`config.mk`:
```
export PLATFORM = sky130hd
export DESIGN_NAME = mem_banked_top
export DESIGN_NICKNAME = d
export VERILOG_FILES = /design/src/logic/mem_banked_pkg.sv /design/src/logic/mem_banked_top.sv /design/src/logic/read_resp_pipe.sv /design/src/logic/bank_xbar.sv /design/src/logic/bank_arbiter.sv
export SDC_FILE = /design/constraint.sdc
export NUM_CORES = 1
export LEC_CHECK = 0
export ABC_AREA = 0
export BUFFER_PORTS_ARGS = -buffer_cell sky130_fd_sc_hd__buf_4
export CELL_PAD_IN_SITES_DETAIL_PLACEMENT = 0
export CELL_PAD_IN_SITES_GLOBAL_PLACEMENT = 1
export CORE_AREA = 5 5 174 176
export CTS_BUF_LIST = sky130_fd_sc_hd__clkbuf_4
export DETAILED_ROUTE_END_ITERATION = 10
export DIE_AREA = 0 0 179 181
export GPL_ROUTABILITY_DRIVEN = 1
export PLACE_DENSITY = 0.52
export REMOVE_ABC_BUFFERS = 1
export SLEW_MARGIN = 20
export SYNTH_ARGS = -nofsm -noshare
export SYNTH_HDL_FRONTEND = slang
export SYNTH_SLANG_ARGS = --single-unit
```
`constraint.sdc`:
```
create_clock -name clk_i -period 3.8 [get_ports clk_i]
set_clock_uncertainty 0.2 [all_clocks]
set_input_delay 0.76 -clock clk_i [delete_from_list [all_inputs] [get_ports clk_i]]
set_output_delay 0.76 -clock clk_i [all_outputs]
set_load 0.03 [all_outputs]
```
`src/logic/mem_banked_pkg.sv`:
```
`default_nettype none

package mem_banked_pkg;

  // Width of one memory word and of the port data
  localparam int unsigned DataWidth = 32;
  // One byte enable per data byte
  localparam int unsigned StrbWidth = DataWidth / 8;
  // Byte offset inside a word, below the bank selection
  localparam int unsigned ByteOffsetWidth = $clog2(StrbWidth);
  // Word address inside one bank, 256 words deep
  localparam int unsigned BankAddrWidth = 8;
  // Byte address width of both ports
  localparam int unsigned AddrWidth = 32;

  // Data word as seen by ports and banks
  typedef logic [DataWidth-1:0] word_t;
  // Byte enables, active high
  typedef logic [StrbWidth-1:0] strb_t;
  // Word address inside a bank
  typedef logic [BankAddrWidth-1:0] bank_addr_t;
  // Byte address on the ports
  typedef logic [AddrWidth-1:0] addr_t;

  // Per-bank arbiter state
  // Hold states keep the bank with one port until the bank grants
  typedef enum logic [1:0] {
    ArbFree   = 2'd0,
    ArbHoldRd = 2'd1,
    ArbHoldWr = 2'd2
  } arb_state_e;

endpackage

`default_nettype wire
```
`src/logic/mem_banked_top.sv`:
```
`timescale 1ns/100ps
`default_nettype none

module mem_banked_top #(
  parameter int unsigned NumBanks   = 4,
  parameter int unsigned MemLatency = 1
) (
  input  wire logic                                      clk_i,
  input  wire logic                                      rst_n_i,
  // Write port, byte addressed
  input  wire logic                                      wr_req_i,
  input  wire mem_banked_pkg::addr_t                     wr_addr_i,
  input  wire mem_banked_pkg::word_t                     wr_data_i,
  input  wire mem_banked_pkg::strb_t                     wr_strb_i,
  output logic                                           wr_gnt_o,
  // Read port, byte addressed
  input  wire logic                                      rd_req_i,
  input  wire mem_banked_pkg::addr_t                     rd_addr_i,
  output logic                                           rd_gnt_o,
  output logic                                           rd_valid_o,
  output mem_banked_pkg::word_t                          rd_data_o,
  // Bank lanes, one per bank
  output logic [NumBanks-1:0]                            mem_req_o,
  input  wire logic [NumBanks-1:0]                       mem_gnt_i,
  output mem_banked_pkg::bank_addr_t [NumBanks-1:0]      mem_addr_o,
  output logic [NumBanks-1:0]                            mem_we_o,
  output mem_banked_pkg::word_t [NumBanks-1:0]           mem_wdata_o,
  output mem_banked_pkg::strb_t [NumBanks-1:0]           mem_be_o,
  input  wire mem_banked_pkg::word_t [NumBanks-1:0]      mem_rdata_i
);

  localparam int unsigned SelWidth = $clog2(NumBanks);
  // Word address starts above byte offset and bank selection
  localparam int unsigned WordAddrLsb = mem_banked_pkg::ByteOffsetWidth + SelWidth;

  logic [SelWidth-1:0]        wr_sel;
  logic [SelWidth-1:0]        rd_sel;
  mem_banked_pkg::bank_addr_t wr_word_addr;
  mem_banked_pkg::bank_addr_t rd_word_addr;
  logic                       rd_fire;

  // Address split, low bits interleave words across banks
  assign wr_sel       = wr_addr_i[mem_banked_pkg::ByteOffsetWidth +: SelWidth];
  assign rd_sel       = rd_addr_i[mem_banked_pkg::ByteOffsetWidth +: SelWidth];
  // Bits above the word address are ignored
  assign wr_word_addr = wr_addr_i[WordAddrLsb +: mem_banked_pkg::BankAddrWidth];
  assign rd_word_addr = rd_addr_i[WordAddrLsb +: mem_banked_pkg::BankAddrWidth];

  // Read transfer on the port side
  assign rd_fire = rd_req_i & rd_gnt_o;

  bank_xbar #(
    .NumBanks ( NumBanks )
  ) i_bank_xbar (
    .clk_i       ( clk_i        ),
    .rst_n_i     ( rst_n_i      ),
    .wr_req_i    ( wr_req_i     ),
    .wr_sel_i    ( wr_sel       ),
    .wr_addr_i   ( wr_word_addr ),
    .wr_data_i   ( wr_data_i    ),
    .wr_strb_i   ( wr_strb_i    ),
    .wr_gnt_o    ( wr_gnt_o     ),
    .rd_req_i    ( rd_req_i     ),
    .rd_sel_i    ( rd_sel       ),
    .rd_addr_i   ( rd_word_addr ),
    .rd_gnt_o    ( rd_gnt_o     ),
    .mem_req_o   ( mem_req_o    ),
    .mem_gnt_i   ( mem_gnt_i    ),
    .mem_addr_o  ( mem_addr_o   ),
    .mem_we_o    ( mem_we_o     ),
    .mem_wdata_o ( mem_wdata_o  ),
    .mem_be_o    ( mem_be_o     )
  );

  // Response routing, MemLatency cycles after the read transfer
  read_resp_pipe #(
    .NumBanks   ( NumBanks   ),
    .MemLatency ( MemLatency )
  ) i_read_resp_pipe (
    .clk_i       ( clk_i       ),
    .rst_n_i     ( rst_n_i     ),
    .rd_fire_i   ( rd_fire     ),
    .rd_sel_i    ( rd_sel      ),
    .mem_rdata_i ( mem_rdata_i ),
    .rd_valid_o  ( rd_valid_o  ),
    .rd_data_o   ( rd_data_o   )
  );

endmodule

`default_nettype wire

```
`src/logic/read_resp_pipe.sv`:
```
`timescale 1ns/100ps
`default_nettype none

module read_resp_pipe #(
  parameter int unsigned NumBanks   = 4,
  parameter int unsigned MemLatency = 1
) (
  input  wire logic                                 clk_i,
  input  wire logic                                 rst_n_i,
  // Read port transfer and its target bank
  input  wire logic                                 rd_fire_i,
  input  wire logic [$clog2(NumBanks)-1:0]          rd_sel_i,
  // Read data of all banks
  input  wire mem_banked_pkg::word_t [NumBanks-1:0] mem_rdata_i,
  output logic                                      rd_valid_o,
  output mem_banked_pkg::word_t                     rd_data_o
);

  localparam int unsigned SelWidth = $clog2(NumBanks);

  // One stage per cycle of bank latency
  logic [MemLatency-1:0]               valid_q;
  logic [MemLatency-1:0][SelWidth-1:0] sel_q;

  // Valid bits, cleared by reset
  always_ff @(posedge clk_i) begin
    if (!rst_n_i) begin
      valid_q <= '0;
    end else begin
      valid_q[0] <= rd_fire_i;
      for (int i = 1; i < MemLatency; i++) begin
        valid_q[i] <= valid_q[i-1];
      end
    end
  end

  // Bank selection travels alongside the valid bit
  always_ff @(posedge clk_i) begin
    sel_q[0] <= rd_sel_i;
    for (int i = 1; i < MemLatency; i++) begin
      sel_q[i] <= sel_q[i-1];
    end
  end

  // Last stage lines up with the bank read data
  assign rd_valid_o = valid_q[MemLatency-1];
  // Route the data of the bank that served the read
  assign rd_data_o  = mem_rdata_i[sel_q[MemLatency-1]];

endmodule

`default_nettype wire

```
`src/logic/bank_xbar.sv`:
```
`timescale 1ns/100ps
`default_nettype none

module bank_xbar #(
  parameter int unsigned NumBanks = 4
) (
  input  wire logic                                      clk_i,
  input  wire logic                                      rst_n_i,
  // Write port, already split into bank and word address
  input  wire logic                                      wr_req_i,
  input  wire logic [$clog2(NumBanks)-1:0]               wr_sel_i,
  input  wire mem_banked_pkg::bank_addr_t                wr_addr_i,
  input  wire mem_banked_pkg::word_t                     wr_data_i,
  input  wire mem_banked_pkg::strb_t                     wr_strb_i,
  output logic                                           wr_gnt_o,
  // Read port
  input  wire logic                                      rd_req_i,
  input  wire logic [$clog2(NumBanks)-1:0]               rd_sel_i,
  input  wire mem_banked_pkg::bank_addr_t                rd_addr_i,
  output logic                                           rd_gnt_o,
  // Bank lanes
  output logic [NumBanks-1:0]                            mem_req_o,
  input  wire logic [NumBanks-1:0]                       mem_gnt_i,
  output mem_banked_pkg::bank_addr_t [NumBanks-1:0]      mem_addr_o,
  output logic [NumBanks-1:0]                            mem_we_o,
  output mem_banked_pkg::word_t [NumBanks-1:0]           mem_wdata_o,
  output mem_banked_pkg::strb_t [NumBanks-1:0]           mem_be_o
);

  localparam int unsigned SelWidth = $clog2(NumBanks);

  // Per-bank port grants, ORed below
  logic [NumBanks-1:0] rd_gnt_bank;
  logic [NumBanks-1:0] wr_gnt_bank;

  for (genvar b = 0; b < NumBanks; b++) begin : gen_bank
    logic rd_hit;
    logic wr_hit;
    logic rd_win;
    logic wr_win;

    // Which ports target this bank
    assign rd_hit = rd_req_i && (rd_sel_i == SelWidth'(b));
    assign wr_hit = wr_req_i && (wr_sel_i == SelWidth'(b));

    bank_arbiter i_bank_arbiter (
      .clk_i      ( clk_i        ),
      .rst_n_i    ( rst_n_i      ),
      .rd_req_i   ( rd_hit       ),
      .wr_req_i   ( wr_hit       ),
      .bank_gnt_i ( mem_gnt_i[b] ),
      .rd_win_o   ( rd_win       ),
      .wr_win_o   ( wr_win       )
    );

    // Lane follows the winner
    assign mem_req_o[b]   = rd_win | wr_win;
    assign mem_we_o[b]    = wr_win;
    assign mem_addr_o[b]  = wr_win ? wr_addr_i : rd_addr_i;
    // Reads carry no data and no byte enables
    assign mem_wdata_o[b] = wr_win ? wr_data_i : '0;
    assign mem_be_o[b]    = wr_win ? wr_strb_i : '0;

    // Port grant only together with the bank grant
    assign rd_gnt_bank[b] = rd_win & mem_gnt_i[b];
    assign wr_gnt_bank[b] = wr_win & mem_gnt_i[b];
  end

  assign rd_gnt_o = |rd_gnt_bank;
  assign wr_gnt_o = |wr_gnt_bank;

endmodule

`default_nettype wire

```
`src/logic/bank_arbiter.sv`:
```
`timescale 1ns/100ps
`default_nettype none

module bank_arbiter (
  input  wire logic clk_i,
  input  wire logic rst_n_i,
  // Port requests already decoded for this bank
  input  wire logic rd_req_i,
  input  wire logic wr_req_i,
  // Grant of the bank itself
  input  wire logic bank_gnt_i,
  // At most one of these is high
  output logic      rd_win_o,
  output logic      wr_win_o
);

  mem_banked_pkg::arb_state_e state_q, state_d;
  // Set when the write port took the last granted transfer
  logic last_wr_q, last_wr_d;

  // Winner selection
  always_comb begin
    rd_win_o = 1'b0;
    wr_win_o = 1'b0;
    case (state_q)
      // Lock-in, the held port keeps the bank
      mem_banked_pkg::ArbHoldRd: rd_win_o = rd_req_i;
      mem_banked_pkg::ArbHoldWr: wr_win_o = wr_req_i;
      default: begin
        if (rd_req_i && wr_req_i) begin
          // Conflict goes to the port that lost last time
          rd_win_o = last_wr_q;
          wr_win_o = !last_wr_q;
        end else begin
          rd_win_o = rd_req_i;
          wr_win_o = wr_req_i;
        end
      end
    endcase
  end

  // Next state and round-robin pointer
  always_comb begin
    state_d   = mem_banked_pkg::ArbFree;
    last_wr_d = last_wr_q;
    // Winner not granted, lock the bank to it
    if (rd_win_o && !bank_gnt_i) begin
      state_d = mem_banked_pkg::ArbHoldRd;
    end else if (wr_win_o && !bank_gnt_i) begin
      state_d = mem_banked_pkg::ArbHoldWr;
    end
    // Pointer moves only on a real bank transfer
    if ((rd_win_o || wr_win_o) && bank_gnt_i) begin
      last_wr_d = wr_win_o;
    end
  end

  always_ff @(posedge clk_i) begin
    if (!rst_n_i) begin
      state_q   <= mem_banked_pkg::ArbFree;
      // Read port has priority after reset
      last_wr_q <= 1'b1;
    end else begin
      state_q   <= state_d;
      last_wr_q <= last_wr_d;
    end
  end

endmodule

`default_nettype wire

```
==> flow_summary.yaml <==
floorplanning:
  io_pins: 455
  die_w_um: 179
  core_um2: 28470
  row_count: 62
  initial_core_util_pct: 10.40
  die_h_um: 181
  die_area_um2: 32400
sta:
  slew_viol_final: 0
  hold_viol: 0
  finalSetupViolations: 0
  relSlewSlack_pct: 53.32
  tightest_slew_ps: 700.2
  period_minus_slack_ps: 3344
  fin_crit_sh_pct: 88.00
  fmax_mhz: 299.0
  grt_setup_unrepaired: "no"
setup_path:
  start_kind: "input port"
  crit_arrival_ps: 2380
  cp_max_fo: 29
  crit_required_ps: 2840
  crit_type: "in2out"
  end_kind: "primary output"
clock_tree:
  cts_resized: 0
  clk_pin_slew_worst_paths_ps: 90
  clock_sinks: 15
  cts_setup_buffers: 0
  clock-root-buffer: "clkbuf_4"
  cts_max_path_buffers: 2
  clock_latency_ps: 280
  cts_buffers: 3
  hold_buffers: 0
  cts_tree: "yes"
  htree_levels: 1
synthesis:
  syn_area_um2: 2960
  ys_seq_area_share_pct: 10.14
  syn_inst: 332
  yosys_register_bits: 15
  syn_area_per_cell_um2: 8.917
  synth_cell_types: 36
  yosysWarnings: 0
pwr:
  p_leak_nw: 3.265
  clockPowerShare_pct: 9.2
  pwr-share-seq_pct: 15.7
  power_switching_share_pct: 46.11
  pwr_density_cell_nw_per_um2: 163.7
  power_frac_comb_pct: 75.1
  switching_power_uw: 494.2
  power.internal_uw: 577.6
  irDropWorstVdd_mv: 0.08348
placement:
  dp_hpwl_um: 16570
  place.gp.congestion: 0.6998
  port_buffers: 410
  dpl.cell_count: 1107
route:
  drt_iter0_markers: 117
  drc: 0
  routed_wl_um: 19400
  routedWlPerCell_um: 17.46
  routed_via_density: 3.659
  dr.pass1.iters: 4
  detail-route-antenna-nets: 0
  num_vias: 4065
layout:
  final_util_pct: 23.00
  stdcell_count: 1111
  synthToLayoutAreaGrowth_pct: 121.2
  finalNetCount: 972
  nFillCells: 3169
  n_antenna_cell: 0
  drive_above_1_share_pct: 68.64
hold_path:
  hp-class: "reg2reg"
global_routing:
  grt_start_max_net_pins: 49
  grt-ovfl-total: 0
  track_usage_pct: 10.75
  grt_pass1_vias: 4402
  grt_pass1_wl_um: 27060
  grt_antenna_before_repair: 0
run:
  maxCapViolations: 0
status:
  status: "finished, final reports clean"
## power groups by stage
stage          Sequential (mW)  Combinational (mW)  Clock (mW)
2_1_floorplan            0.180               0.385           0
3_3_place_gp             0.172               0.823           0
3_5_place_dp             0.172               0.820           0
4_1_cts                  0.168               0.823       0.106
5_1_grt                  0.170               0.854       0.111
6_report                 0.168               0.805      0.0989
## routing by layer
metal,track usage (%),wire (µm)
met5,0,0
met2,21.20,10210
met4,0.4605,28
met1,11.58,6908
met3,3.407,2256
## cells by family (layout without fill, tap and decap cells)
| family | count (synthesis) | count (layout) | share of synthesized area, % |
|---|---|---|---|
| buffers and inverters | 45 | 440 | 6.931 |
| adders and majority gates | 8 | 8 | 3.381 |
| AOI/OAI and AO/OA | 17 | 17 | 5.198 |
| DFF | 15 | 15 | 10.14 |
| muxes | 64 | 64 | 36.52 |
| and+or+nand+nor | 183 | 183 | 37.83 |
## cell type report
cell class	count	area, µm²	share of cell area (%)
clock buffers	3	22.52	0.3439
clock inverters	1	7.507	0.1146
inverters	14	52.55	0.8024
multi-input cells	272	2466	37.66
flip-flops and latches	15	301.5	4.605
well taps	384	480.5	7.337
repair buffers	422	3218	49.14
## worst max-delay path: stages
cell,delay [ps]
buf_4,120
and3b_1,230
o221a_2,640
buf_4,290
and2_1,140
buf_4,160
## flip-flops by register name, indices dropped and copies added, names as in the netlist
signal                                         count
i_bank_xbar.gen_bank.i_bank_arbiter.last_wr_q      4
i_read_resp_pipe.rd_valid_o                        1
i_read_resp_pipe.sel_q                             2
i_bank_xbar.gen_bank.i_bank_arbiter.state_q        8
## synth_stat cells
cell type  count  area, µm²
and2_1       144      900.9
mux2_2        32      360.4
mux4_2        32      720.7
clkbuf_1      18      67.56
dfxtp_1       15      300.3
inv_1         13      48.80
nand2_1       10      37.54
ha_1           8      100.1
buf_4          6      45.04
buf_2          5      25.02
nand3_1        4      20.02
nor3_1         4      20.02
or2_2          4      25.02
a221o_1        3      30.03
nor2_1         3      11.26
o221a_2        3      33.78
a22oi_1        2      15.01
a31oi_1        2      12.51
and3_1         2      12.51
and3b_1        2      17.52
nand2b_1       2      12.51
nand3b_1       2      15.01
nor3b_1        2      15.01
nor4b_1        2      17.52
a211o_1        1      8.760
a211oi_1       1      7.510
a311oi_1       1      8.760
a311oi_2       1      15.01
buf_1          1      3.750
buf_6          1      11.26
clkinv_1       1      3.750
nor2b_1        1      6.260
o2111ai_1      1      8.760
o21ai_0        1      5.000
o311ai_0       1      8.760
or3b_1         1      8.760
## cell usage in the layout, fill, tap and decap left out, drive strengths merged, types with 4 or more instances in the layout
cell type / count
nand2: 10
mux2: 32
mux4: 32
nand3: 4
inv: 13
or2: 4
nor3: 4
dfxtp: 15
buf: 422
and2: 144
ha: 8
## final timing paths
path | from | to | slack [ps] | depth (start not counted)
setup / recovery | wr_addr_i[3] | mem_wdata_o[56] | 460 | 6
hold / removal | flip-flop | flip-flop | 320 | 2
setup reg to reg | i_bank_xbar.gen_bank[2].i_bank_arbiter.state_q[0] | flip-flop | 1750 | 7
hold reg to reg | flip-flop | flip-flop | 320 | 2
## through the flow
stage	hold slack, ps	TNS (ps)	setup slack, ps	power [mW]	area, µm²
floorplan	277.1	-10730	-289.2	0.5643	2808
global placement	306.3	0	390.8	0.9954	6519
detailed placement	300.0	0	443.9	0.9915	6519
CTS	333.6	0	427.0	1.097	6549
global route	369.8	0	282.3	1.135	6549
finish	320.6	0	455.9	1.072	6549
(Power assumes the default switching activity.)
